<file path="src/rot_pkg.sv">
package rot_pkg;

    // stream and bus widths
    localparam int sample_w    = 16;
    localparam int wide_w      = 2 * sample_w + 1;
    localparam int shift_w     = 5;
    localparam int count_w     = 16;
    localparam int axil_addr_w = 4;
    localparam int axil_data_w = 32;

    typedef logic signed [sample_w-1:0] sample_t;
    typedef logic signed [wide_w-1:0]   wide_t;
    typedef logic [shift_w-1:0]         shift_t;
    typedef logic [count_w-1:0]         count_t;
    typedef logic [axil_addr_w-1:0]     axil_addr_t;
    typedef logic [axil_data_w-1:0]     axil_data_t;
    typedef logic [1:0]                 axil_resp_t;

    typedef struct packed {
        sample_t re;
        sample_t im;
    } iq_sample_t;

    typedef struct packed {
        wide_t re;
        wide_t im;
    } iq_wide_t;

    typedef struct packed {
        iq_sample_t coef;
        shift_t     shift;
    } rot_cfg_t;

    // manager side of the config bus
    typedef struct packed {
        axil_addr_t awaddr;
        logic       awvalid;
        axil_data_t wdata;
        logic       wvalid;
        logic       bready;
        axil_addr_t araddr;
        logic       arvalid;
        logic       rready;
    } axil_req_t;

    typedef struct packed {
        logic       awready;
        logic       wready;
        axil_resp_t bresp;
        logic       bvalid;
        logic       arready;
        axil_data_t rdata;
        axil_resp_t rresp;
        logic       rvalid;
    } axil_rsp_t;

    typedef enum logic {
        idle,
        resp
    } axil_state_t;

    localparam axil_addr_t addr_coef_re   = 4'h0;
    localparam axil_addr_t addr_coef_im   = 4'h4;
    localparam axil_addr_t addr_shift     = 4'h8;
    localparam axil_addr_t addr_sat_count = 4'hC;

    localparam axil_resp_t resp_okay   = 2'b00;
    localparam axil_resp_t resp_slverr = 2'b10;

    // clamp limits of one output component
    localparam sample_t sample_max = sample_t'({1'b0, {(sample_w-1){1'b1}}});
    localparam sample_t sample_min = sample_t'({1'b1, {(sample_w-1){1'b0}}});

    // coefficient 1.0 in q1.14, shifted back by 14
    localparam int unity_shift = 14;
    localparam rot_cfg_t cfg_reset = '{
        coef:  '{re: sample_t'(1 << unity_shift), im: '0},
        shift: shift_t'(unity_shift)
    };

    localparam int mult_latency  = 3;
    localparam int cmult_latency = 1 + mult_latency + 1;
    localparam int rot_latency   = cmult_latency + 1;

endpackage

</file>
<file path="src/dsp_mult.sv">
`timescale 1ns/1ns

module dsp_mult #(
    parameter int a_w = 16,
    parameter int b_w = 16
) (
    input  logic                     clk,
    input  logic                     rst,
    input  logic signed [a_w-1:0]    a,
    input  logic signed [b_w-1:0]    b,
    input  logic                     din_valid,
    output logic signed [a_w+b_w-1:0] p,
    output logic                     dout_valid
);

    logic signed [a_w-1:0]     a_r;
    logic signed [b_w-1:0]     b_r;
    logic signed [a_w+b_w-1:0] prod_r;
    logic signed [a_w+b_w-1:0] p_r;
    logic [rot_pkg::mult_latency-1:0] valid_sr;

    // input, product and output registers, the usual hard multiplier pipeline
    always_ff @(posedge clk) begin
        a_r    <= a;
        b_r    <= b;
        prod_r <= a_r * b_r;
        p_r    <= prod_r;
    end

    always_ff @(posedge clk) begin
        if (rst) begin
            valid_sr <= '0;
        end else begin
            valid_sr <= {valid_sr[rot_pkg::mult_latency-2:0], din_valid};
        end
    end

    assign p          = p_r;
    assign dout_valid = valid_sr[rot_pkg::mult_latency-1];

    // only checked once the whole valid chain has run free of reset
    property valid_delay;
        @(posedge clk) disable iff (rst)
        (!$past(rst, 1) && !$past(rst, 2) && !$past(rst, 3))
            |-> dout_valid == $past(din_valid, rot_pkg::mult_latency);
    endproperty

    a_valid_delay: assert property (valid_delay)
        else $error("dsp_mult: dout_valid does not follow din_valid by three cycles");

endmodule

</file>
<file path="src/complex_mult.sv">
`timescale 1ns/1ns

module complex_mult (
    input  logic                clk,
    input  logic                rst,
    input  rot_pkg::iq_sample_t x,
    input  rot_pkg::iq_sample_t c,
    input  logic                in_valid,
    output rot_pkg::iq_wide_t   y,
    output logic                out_valid
);

    // two copies of each input, one per multiplier pair
    rot_pkg::iq_sample_t x_a;
    rot_pkg::iq_sample_t x_b;
    rot_pkg::iq_sample_t c_a;
    rot_pkg::iq_sample_t c_b;
    logic                valid_a;
    logic                valid_b;

    logic signed [2*rot_pkg::sample_w-1:0] prod_rr;
    logic signed [2*rot_pkg::sample_w-1:0] prod_ri;
    logic signed [2*rot_pkg::sample_w-1:0] prod_ii;
    logic signed [2*rot_pkg::sample_w-1:0] prod_ir;
    logic                                  mult_valid;

    rot_pkg::iq_wide_t y_r;
    logic              out_valid_r;

    always_ff @(posedge clk) begin
        x_a <= x;
        x_b <= x;
        c_a <= c;
        c_b <= c;
    end

    always_ff @(posedge clk) begin
        if (rst) begin
            valid_a <= 1'b0;
            valid_b <= 1'b0;
        end else begin
            valid_a <= in_valid;
            valid_b <= in_valid;
        end
    end

    dsp_mult #(.a_w(rot_pkg::sample_w), .b_w(rot_pkg::sample_w)) mult_re_re (
        .clk        (clk),
        .rst        (rst),
        .a          (x_a.re),
        .b          (c_a.re),
        .din_valid  (valid_a),
        .p          (prod_rr),
        .dout_valid (mult_valid)
    );

    dsp_mult #(.a_w(rot_pkg::sample_w), .b_w(rot_pkg::sample_w)) mult_re_im (
        .clk        (clk),
        .rst        (rst),
        .a          (x_b.re),
        .b          (c_b.im),
        .din_valid  (valid_a),
        .p          (prod_ri),
        .dout_valid ()
    );

    dsp_mult #(.a_w(rot_pkg::sample_w), .b_w(rot_pkg::sample_w)) mult_im_im (
        .clk        (clk),
        .rst        (rst),
        .a          (x_a.im),
        .b          (c_a.im),
        .din_valid  (valid_b),
        .p          (prod_ii),
        .dout_valid ()
    );

    dsp_mult #(.a_w(rot_pkg::sample_w), .b_w(rot_pkg::sample_w)) mult_im_re (
        .clk        (clk),
        .rst        (rst),
        .a          (x_b.im),
        .b          (c_b.re),
        .din_valid  (valid_b),
        .p          (prod_ir),
        .dout_valid ()
    );

    // re = xr*cr - xi*ci, im = xr*ci + xi*cr, one growth bit
    always_ff @(posedge clk) begin
        if (mult_valid) begin
            y_r.re <= rot_pkg::wide_t'(prod_rr) - rot_pkg::wide_t'(prod_ii);
            y_r.im <= rot_pkg::wide_t'(prod_ri) + rot_pkg::wide_t'(prod_ir);
        end
    end

    always_ff @(posedge clk) begin
        if (rst) begin
            out_valid_r <= 1'b0;
        end else begin
            out_valid_r <= mult_valid;
        end
    end

    assign y         = y_r;
    assign out_valid = out_valid_r;

    property cmult_delay;
        @(posedge clk) disable iff (rst)
        (!$past(rst, 1) && !$past(rst, 2) && !$past(rst, 3) &&
         !$past(rst, 4) && !$past(rst, 5))
            |-> out_valid == $past(in_valid, rot_pkg::cmult_latency);
    endproperty

    a_cmult_delay: assert property (cmult_delay)
        else $error("complex_mult: out_valid does not follow in_valid by five cycles");

endmodule

</file>
<file path="src/iq_round_sat.sv">
`timescale 1ns/1ns

module iq_round_sat (
    input  logic                clk,
    input  logic                rst,
    input  rot_pkg::iq_wide_t   y,
    input  logic                in_valid,
    input  rot_pkg::shift_t     shift,
    output rot_pkg::iq_sample_t z,
    output logic                out_valid,
    output logic                sat_pulse
);

    rot_pkg::iq_sample_t z_next;
    rot_pkg::iq_sample_t z_r;
    logic                clamp_re;
    logic                clamp_im;
    logic                out_valid_r;
    logic                sat_r;

    // round half up, arithmetic shift, clamp to the sample range
    function automatic rot_pkg::sample_t round_sat(
        input  rot_pkg::wide_t  v,
        input  rot_pkg::shift_t sh,
        output logic            clamped
    );
        logic signed [rot_pkg::wide_w:0] acc;
        logic signed [rot_pkg::wide_w:0] bias;
        bias = (sh == '0) ? '0 : (rot_pkg::wide_w + 1)'(1) << (sh - 1'b1);
        // one extra bit so the bias never wraps
        acc  = v;
        acc  = acc + bias;
        acc  = acc >>> sh;
        clamped = 1'b1;
        if (acc > rot_pkg::sample_max) begin
            round_sat = rot_pkg::sample_max;
        end else if (acc < rot_pkg::sample_min) begin
            round_sat = rot_pkg::sample_min;
        end else begin
            round_sat = acc[rot_pkg::sample_w-1:0];
            clamped   = 1'b0;
        end
    endfunction

    always_comb begin
        z_next.re = round_sat(y.re, shift, clamp_re);
        z_next.im = round_sat(y.im, shift, clamp_im);
    end

    always_ff @(posedge clk) begin
        if (in_valid) begin
            z_r <= z_next;
        end
    end

    always_ff @(posedge clk) begin
        if (rst) begin
            out_valid_r <= 1'b0;
            sat_r       <= 1'b0;
        end else begin
            out_valid_r <= in_valid;
            sat_r       <= in_valid && (clamp_re || clamp_im);
        end
    end

    assign z         = z_r;
    assign out_valid = out_valid_r;
    assign sat_pulse = sat_r;

    a_valid_origin: assert property (@(posedge clk) disable iff (rst)
        $rose(out_valid) |-> $past(in_valid))
        else $error("iq_round_sat: out_valid rose without an input sample");

endmodule

</file>
<file path="src/axil_regs.sv">
`timescale 1ns/1ns

module axil_regs (
    input  logic               clk,
    input  logic               rst,
    input  rot_pkg::axil_req_t req,
    output rot_pkg::axil_rsp_t rsp,
    input  logic               sat_pulse,
    output rot_pkg::rot_cfg_t  cfg
);

    rot_pkg::axil_state_t wr_state;
    logic                 wr_ready;
    logic                 wr_hs;
    rot_pkg::axil_resp_t  bresp_r;

    logic                 rd_ready;
    logic                 rd_hs;
    logic                 rvalid_r;
    rot_pkg::axil_data_t  rdata_r;
    rot_pkg::axil_resp_t  rresp_r;
    rot_pkg::axil_data_t  rd_word;

    rot_pkg::rot_cfg_t    cfg_r;
    rot_pkg::count_t      sat_count;
    logic                 sat_clr;

    function automatic logic is_mapped(input rot_pkg::axil_addr_t a);
        is_mapped = (a == rot_pkg::addr_coef_re) || (a == rot_pkg::addr_coef_im) ||
                    (a == rot_pkg::addr_shift)   || (a == rot_pkg::addr_sat_count);
    endfunction

    // write channel, ready pulses once both address and data are up
    assign wr_hs = wr_ready && req.awvalid && req.wvalid;

    always_ff @(posedge clk) begin
        if (rst) begin
            wr_state <= rot_pkg::idle;
            wr_ready <= 1'b0;
        end else begin
            wr_ready <= 1'b0;
            case (wr_state)
                rot_pkg::idle: begin
                    if (wr_hs) begin
                        wr_state <= rot_pkg::resp;
                    end else if (!wr_ready && req.awvalid && req.wvalid) begin
                        wr_ready <= 1'b1;
                    end
                end
                rot_pkg::resp: begin
                    if (req.bready) begin
                        wr_state <= rot_pkg::idle;
                    end
                end
                default: wr_state <= rot_pkg::idle;
            endcase
        end
    end

    always_ff @(posedge clk) begin
        if (wr_hs) begin
            bresp_r <= is_mapped(req.awaddr) ? rot_pkg::resp_okay : rot_pkg::resp_slverr;
        end
    end

    // whole-register writes, no strobes
    always_ff @(posedge clk) begin
        if (rst) begin
            cfg_r <= rot_pkg::cfg_reset;
        end else if (wr_hs) begin
            case (req.awaddr)
                rot_pkg::addr_coef_re: cfg_r.coef.re <= req.wdata[rot_pkg::sample_w-1:0];
                rot_pkg::addr_coef_im: cfg_r.coef.im <= req.wdata[rot_pkg::sample_w-1:0];
                rot_pkg::addr_shift:   cfg_r.shift   <= req.wdata[rot_pkg::shift_w-1:0];
                default: ;
            endcase
        end
    end

    // clear beats a same-cycle increment, count sticks at all ones
    assign sat_clr = wr_hs && (req.awaddr == rot_pkg::addr_sat_count);

    always_ff @(posedge clk) begin
        if (rst) begin
            sat_count <= '0;
        end else if (sat_clr) begin
            sat_count <= '0;
        end else if (sat_pulse && sat_count != '1) begin
            sat_count <= sat_count + 1'b1;
        end
    end

    // read channel
    assign rd_hs = rd_ready && req.arvalid;

    always_comb begin
        rd_word = '0;
        case (req.araddr)
            rot_pkg::addr_coef_re:   rd_word[rot_pkg::sample_w-1:0] = cfg_r.coef.re;
            rot_pkg::addr_coef_im:   rd_word[rot_pkg::sample_w-1:0] = cfg_r.coef.im;
            rot_pkg::addr_shift:     rd_word[rot_pkg::shift_w-1:0]  = cfg_r.shift;
            rot_pkg::addr_sat_count: rd_word[rot_pkg::count_w-1:0]  = sat_count;
            default: ;
        endcase
    end

    always_ff @(posedge clk) begin
        if (rst) begin
            rd_ready <= 1'b0;
            rvalid_r <= 1'b0;
        end else begin
            rd_ready <= 1'b0;
            if (rd_hs) begin
                rvalid_r <= 1'b1;
            end else if (rvalid_r) begin
                rvalid_r <= !req.rready;
            end else if (!rd_ready && req.arvalid) begin
                rd_ready <= 1'b1;
            end
        end
    end

    always_ff @(posedge clk) begin
        if (rd_hs) begin
            rdata_r <= rd_word;
            rresp_r <= is_mapped(req.araddr) ? rot_pkg::resp_okay : rot_pkg::resp_slverr;
        end
    end

    always_comb begin
        rsp.awready = wr_ready;
        rsp.wready  = wr_ready;
        rsp.bresp   = bresp_r;
        rsp.bvalid  = (wr_state == rot_pkg::resp);
        rsp.arready = rd_ready;
        rsp.rdata   = rdata_r;
        rsp.rresp   = rresp_r;
        rsp.rvalid  = rvalid_r;
    end

    assign cfg = cfg_r;

    a_bvalid_hold: assert property (@(posedge clk) disable iff (rst)
        rsp.bvalid && !req.bready |=> rsp.bvalid && $stable(rsp.bresp))
        else $error("axil_regs: write response dropped before bready");

    a_rvalid_hold: assert property (@(posedge clk) disable iff (rst)
        rsp.rvalid && !req.rready |=> rsp.rvalid && $stable(rsp.rdata))
        else $error("axil_regs: read response changed before rready");

endmodule

</file>
<file path="src/iq_rotator_top.sv">
`timescale 1ns/1ns

module iq_rotator_top (
    input  logic                clk,
    input  logic                rst,
    input  rot_pkg::axil_req_t  axil_req,
    output rot_pkg::axil_rsp_t  axil_rsp,
    input  rot_pkg::iq_sample_t in_sample,
    input  logic                in_valid,
    output rot_pkg::iq_sample_t out_sample,
    output logic                out_valid
);

    rot_pkg::rot_cfg_t cfg;
    rot_pkg::iq_wide_t prod;
    logic              prod_valid;
    logic              sat_pulse;

    // config registers and saturation counter
    axil_regs u_regs (
        .clk       (clk),
        .rst       (rst),
        .req       (axil_req),
        .rsp       (axil_rsp),
        .sat_pulse (sat_pulse),
        .cfg       (cfg)
    );

    // full-width complex product, five cycles
    complex_mult u_cmult (
        .clk       (clk),
        .rst       (rst),
        .x         (in_sample),
        .c         (cfg.coef),
        .in_valid  (in_valid),
        .y         (prod),
        .out_valid (prod_valid)
    );

    // scale back to sample width, one more cycle
    iq_round_sat u_round (
        .clk       (clk),
        .rst       (rst),
        .y         (prod),
        .in_valid  (prod_valid),
        .shift     (cfg.shift),
        .z         (out_sample),
        .out_valid (out_valid),
        .sat_pulse (sat_pulse)
    );

endmodule

</file>
<file path="config.mk">
export PLATFORM = sky130hd
export DESIGN_NAME = iq_rotator_top
export DESIGN_NICKNAME = d
export VERILOG_FILES = /design/src/rot_pkg.sv /design/src/dsp_mult.sv /design/src/complex_mult.sv /design/src/iq_round_sat.sv /design/src/axil_regs.sv /design/src/iq_rotator_top.sv
export SDC_FILE = /design/constraint.sdc
export NUM_CORES = 2
export LEC_CHECK = 0
export ABC_CLOCK_PERIOD_IN_PS = 8970
export BUFFER_PORTS_ARGS = -buffer_cell sky130_fd_sc_hd__buf_2
export CAP_MARGIN = 30
export CORE_MARGIN = 4
export CORE_UTILIZATION = 50
export DETAILED_ROUTE_END_ITERATION = 6
export PLACE_DENSITY = 0.66
export SYNTH_ARGS = -nofsm -noshare
export SYNTH_HDL_FRONTEND = slang
export SYNTH_SLANG_ARGS = --single-unit
</file>
<file path="constraint.sdc">
create_clock -name clk -period 8.97 [get_ports clk]
set_input_delay 0.4485 -clock clk [delete_from_list [all_inputs] [get_ports clk]]
set_output_delay 0.4485 -clock clk [all_outputs]
set_load 0.005 [all_outputs]
</file>
After elaboration in Yosys (flattened, before gate mapping)
Cells that the tools add are included.

Divide/modulo/power cells: 0. Equality and inequality tests: 7. Bitwise operators: 1. $lt $le $gt $ge: 4. Multipliers: 4. Mux-type cells: 18. Shift operators: 3. Add/sub/neg operators: 6. Reduce and logical (&&, ||, !) cells: 28.

Operators with widths (count): $mul 16x16->32 (4); $add 33x34->34 (2); $gt 34x16->1 const B (2); $lt 34x16->1 const B (2); $sshr 34x5->34 (2); $mux 34 (1); $shl 1x5->34 const A (1); $add 32x32->33 (1); $pmux 11 s3 (1); $sub 32x32->33 (1); $mux 16 (2); $pmux 5 s4 (1); $add 16x1->16 const B (1); $eq 4x4->1 const B (4); $ne 16x16->1 const B (1); $mux 1 (10); $logic_and 1x1->1 (9); $eq 4x3->1 const B (2); $logic_not 4->1 (2); $logic_or 1x1->1 (7); $reduce_and 2->1 (3); $reduce_or 3->1 (2); $logic_not 5->1 (1); $sub 5x1->5 const B (1); 5 further kinds (8).

Memory bits (writable): 0. Logic and storage cells: 107. Memory bits (read-only): 0. Bits of input ports: 80. Bits in latches: 0. Register bits after elaboration: 566. Memories: 0. Output and inout bits: 74.

Longest topological paths before layout
Depth in word-level cells: 10. Gate-level depth with buffers: 28. Depth with buffers taken out: 27.

By module
From an unflattened synthesis, not the netlist that was laid out.

Cells, all modules: 7432. Area total of the unflattened synthesis: 69248.9 um^2.

By module, submodules not included: dsp_mult at u_cmult.mult_im_re (times used 1, cells an instance 1225, seq. area each 1981.9 um^2, area an instance 12014.0 um^2); dsp_mult at u_cmult.mult_im_im (times used 1, cells an instance 1225, seq. area each 1981.9 um^2, area an instance 11960.2 um^2); dsp_mult at u_cmult.mult_re_im (times used 1, cells an instance 1205, seq. area each 1981.9 um^2, area an instance 11923.9 um^2); dsp_mult at u_cmult.mult_re_re (times used 1, cells an instance 1194, seq. area each 1981.9 um^2, area an instance 11892.7 um^2); iq_round_sat (times used 1, cells an instance 1616, seq. area each 1001.0 um^2, area an instance 11342.1 um^2); complex_mult (times used 1, cells an instance 596, seq. area each 3303.2 um^2, area an instance 6638.9 um^2); axil_regs (times used 1, cells an instance 371, seq. area each 1681.6 um^2, area an instance 3477.1 um^2).

Worst setup path before layout
Ideal clock, no wire load.

Path type: register -> register. Start: register, netlist name u_cmult.mult_im_im.a_r[12]. End: register u_cmult.mult_im_re.prod_r[31]. Library setup time: 0.072 ns. Path buffers: 1. Clock period less this slack: 6.721 ns. Stages on the path, launching flop included: 27. Path slack: 2.249 ns. Data arrival time: 6.649 ns. Cells stage by stage: dfxtp_1 > clkbuf_1 > nand2_1 > fa_1 > inv_1 > fa_1 > inv_1 > fa_1 > inv_1 > fa_1 > inv_1 > fa_1 > inv_1 > fa_1 > ha_1 > and3_1 > a21oi_1 > o21ai_0 > nor4_1 > o31ai_1 > o41ai_1 > o21ai_0 > o41ai_1 > o2111ai_1 > a21o_1 > a21oi_1 > xnor2_1.

RTL lines: end signal: assignment (line dsp_mult.sv:26) `prod_r <= a_r * b_r;`; end: declaration (line dsp_mult.sv:18) `logic signed [a_w+b_w-1:0] prod_r;`.

==> impl_metrics.json <==
{
  "status": "complete, no violations",
  "ant_nets": 0,
  "synth.area.mux_share_pct": 2.210,
  "synth_top_family_by_area": "adder cells",
  "die_area_sq_um": 135300,
  "fraction_of_synthesized_cell_area_in_xor_and_xnor_cells_pct": 3.787,
  "hpwl_detailed_mm": 139.1,
  "number_of_synthesized_flops_with_an_enable_pin": 116,
  "timing.critical_path.from_type": "flop",
  "postRouteWirelength_mm": 173.8,
  "count_of_port_buffers_added_during_placement": 119,
  "worst-r2r-cell-count": 25,
  "cts-buffers-inserted": 67,
  "number_of_detailed_routing_iterations_run_before_antenna_repair": 6,
  "hold_violations": 0,
  "grt_pass1_vias": 49850,
  "grt_antenna_before_repair": 6,
  "routedWlPerCell_um": 19.86,
  "grt_start_max_net_pins": 86,
  "p_leak_nw": 30.36,
  "yosysWarnings": 0,
  "worst_r2r_startpoint": "u_cmult.mult_re_re.b_r[3]",
  "wire_length_of_the_first_global_routing_pass_mm": 280.8,
  "initial_utilization_pct": 50.52,
  "worstSetupEndpointType": "flop",
  "layout.nets": 8537,
  "synth_compound_gate_area_share_pct": 8.994,
  "area_growth_pct": 7.590,
  "final_worst_path_cycle_share_pct": 91.30,
  "place_worst_setup_slack_ns": 0.9751,
  "total_grt_usage_pct": 26.38,
  "max_cap_violations": 0,
  "worst-r2r-setup-slack_ns": 0.78,
  "yosys_register_bits": 564,
  "remaining_drcs": 0,
  "numPlacedInstances": 8581,
  "vdd.ir_drop.worst_mv": 0.1359,
  "vias": 47450,
  "crit_required_ns": 9.59,
  "max_stage_delay_ns": 1.03,
  "path_clk_slew_ns": 0.07,
  "crit_path_frequent_cell": "fa_1",
  "syn-instance-count": 6956,
  "worst_hold_path.num_cells": 2,
  "rsz_0062_raised_after_global_routing": "no",
  "yosys.cell_types.count": 113,
  "gpl.final_weighted_congestion": 0.9319,
  "power_switching_share_pct": 25.70,
  "cts-htree-levels": 3,
  "cts_root_buf": "clkbuf_16",
  "cts_tree": "built",
  "timing.final.max_slew_violations": 0,
  "worstMarginPinSlew_ns": 1.084,
  "dominant_cells_by_area_after_synthesis": "fa_1 32%, dfxtp_1 14%, ha_1 8.5%",
  "synth.yosys.seq_area_share_pct": 19.23,
  "global_route.overflow_total": 0,
  "synth_largest_type_area_fraction_pct": 32.46,
  "postLayoutSetupSlackWorst_ns": 0.7802,
  "hold_end": "u_regs.rd_ready",
  "layout_min_cycle_time_ns": 8.190,
  "fillerInstances": 11650,
  "crit_slowest_cell": "dfxtp_1",
  "holdCritPathClass": "input pin to flop",
  "synthSimpleGateAreaFrac_pct": 15.25,
  "layout.cells.non_filler": 8752,
  "netlist_area_sq_um": 64760,
  "total_negative_setup_slack_ns": 0,
  "detail_route.iter0.violations": 3417,
  "final.setup_skew_ns": 0.04225,
  "synth-adder-area-share_pct": 41.07,
  "tritoncts_num_sinks": 564,
  "post_route_cells_drive_above_1_share_pct": 6.753,
  "worstPathMaxFanout": 19,
  "chipHeight_um": 367.9,
  "rows": 131,
  "power_density_nw_per_um2": 85.43,
  "total_switching_power_mw": 1.530,
  "yosys_most_used_dff": "dfxtp_1",
  "hold_path.startpoint": "axil_req[1]",
  "detailed_place.area_sq_um": 66940,
  "fmax_mhz": 122.1,
  "timing.critical_path.arrival_ns": 8.81,
  "async_flop_share_pct": 0,
  "setup_viol": 0,
  "intPower_mw": 4.422,
  "synthDominantAreaCellType": "fa_1",
  "path_class": "flop to flop",
  "worst_skew_pair.late_latency_ns": 0.69,
  "design.core.area_sq_um": 128200,
  "clock_share_of_power_pct": 46.8,
  "r2r-end": "u_cmult.mult_im_re.prod_r[31]",
  "cts_setup_buffers": 0,
  "boundaryPins": 154,
  "per_cell_via_count_in_the_routed_design": 5.422,
  "post-route-cell-area_sq_um": 69670,
  "syn_area_per_cell_sq_um": 9.309,
  "pwr-share-comb_pct": 7.9,
  "relSlewSlack_pct": 27.64,
  "die-width_um": 367.9,
  "clockBufferDepth": 3,
  "seq_power_share_pct": 45.3
}
==> per-layer routing <==
| layer | vias to the layer above | global-route usage, % | part of all wire, % |
|---|---|---|---|
| li1 | 21850 | - | - |
| met2 | 1570 | 42.12 | 46 |
| met1 | 23720 | 35.82 | 43 |
| met5 | - | 0 | 0 |
| met4 | 0 | 10.94 | 4.8 |
| met3 | 307 | 4.368 | 6.8 |
==> registers in the layout, summed over array words and instances (netlist names), 32 cells and up <==
signal	cells
u_cmult.c_a	32
u_cmult.mult_im_im.p	32
u_cmult.mult_im_im.prod_r	32
u_cmult.mult_im_re.p	32
u_cmult.mult_im_re.prod_r	32
u_cmult.mult_re_im.p	32
u_cmult.mult_re_im.prod_r	32
u_cmult.mult_re_re.p	32
u_cmult.mult_re_re.prod_r	32
u_cmult.y	66
u_regs.cfg	37
u_round.z	32
==> repair_timing <==
item	4_1_cts	5_1_grt
hold buffers	47	0
gates resized for setup	0	0
endpoints found under the setup margin	0	0
endpoints found under the hold margin	58	0
==> area by class of cell <==
| class | instances | area [sq um] | share of cell area [%] |
|---|---|---|---|
| multi-input combinational | 4822 | 46250 | 66.39 |
| sequential | 564 | 12460 | 17.89 |
| inverter | 1241 | 4658 | 6.686 |
| tap | 1729 | 2163 | 3.105 |
| timing repair buffer | 272 | 1877 | 2.694 |
| clock buffer | 82 | 1846 | 2.649 |
| clock inverter | 38 | 400.4 | 0.5747 |
| antenna | 4 | 10.01 | 0.01437 |
==> synth_stat cells (81+ instances only) <==
cell      number
nand2_1      795
o21ai_0      158
nor2_1       311
dfxtp_1      448
nor3_1        81
ha_1         439
inv_1       1241
xnor2_1      219
edfxtp_1     116
clkbuf_1     285
and2_1       428
fa_1        1050
a21oi_1      278
nand3_1       89
==> how the worst max path moves through the flow <==
stage	from	endpoint	depth (start not counted)
6_report	u_cmult.mult_re_re.b_r[3]	u_cmult.mult_im_re.prod_r[31]	25
5_1_grt	u_cmult.mult_im_im.a_r[2]	u_cmult.mult_im_re.prod_r[31]	25
2_1_floorplan	u_cmult.mult_im_im.a_r[12]	u_cmult.mult_im_re.prod_r[31]	26
3_3_place_gp	u_cmult.mult_re_re.b_r[2]	u_cmult.mult_im_re.prod_r[31]	25
4_1_cts	u_cmult.mult_re_re.b_r[3]	u_cmult.mult_im_re.prod_r[31]	25
3_5_place_dp	u_cmult.mult_re_re.b_r[3]	u_cmult.mult_im_re.prod_r[31]	25
==> kinds of logic (layout without fill, tap and decap cells) <==
family | count (synthesis) | after routing
and+or+nand+nor | 2023 | 2023
buffers and inverters | 1589 | 1633
adders and majority gates | 1497 | 1497
AOI/OAI and AO/OA | 886 | 886
DFF | 564 | 564
xor gates and xnor gates | 280 | 280
muxes | 116 | 116
other | 1 | 24
==> power by group through the flow <==
stage | Sequential (mW) | Clock [mW] | Combinational, mW
4_1_cts | 2.70 | 2.86 | 0.462
3_3_place_gp | 2.75 | 0 | 0.436
2_1_floorplan | 2.71 | 0 | 0.310
6_report | 2.70 | 2.79 | 0.468
5_1_grt | 2.70 | 2.95 | 0.515
3_5_place_dp | 2.75 | 0 | 0.444
==> through the flow <==
stage / utilization, % / hold slack [ns] / total power, mW
floorplan: - / 0.3096 / 3.023
global placement: 52.21 / 0.3099 / 3.188
detailed placement: 52.23 / 0.3121 / 3.196
CTS: 54.35 / 0.00003314 / 6.017
global route: 54.35 / 0.02583 / 6.166
finish: 54.36 / 0.06115 / 5.952
==> critical path, delay by kind of cell (launching register included) <==
kind            cells  cell delay (ns)
fa+ha+maj           7             3.37
compound gates      9             2.62
flops               1             1.03
simple gates        3             0.69
buf+inv             5             0.26
xor+xnor            1             0.14
==> cell usage in the layout (no fill, tap or decap), types with 69 or more instances in the layout <==
cell type,netlist,layout
buf_2,7,121
o21ai_0,158,158
nand3_1,89,89
clkbuf_16,0,69
inv_1,1241,1239
buf_4,26,102
a21oi_1,278,278
nor2_1,311,311
fa_1,1050,1050
dfxtp_1,448,438
mux2i_1,74,74
nand2b_1,80,80
nor3_1,81,81
xnor2_1,219,219
and2_1,428,428
nand2_1,795,795
edfxtp_1,116,116
ha_1,439,439
Note: power is estimated with default switching activity, not from simulation.
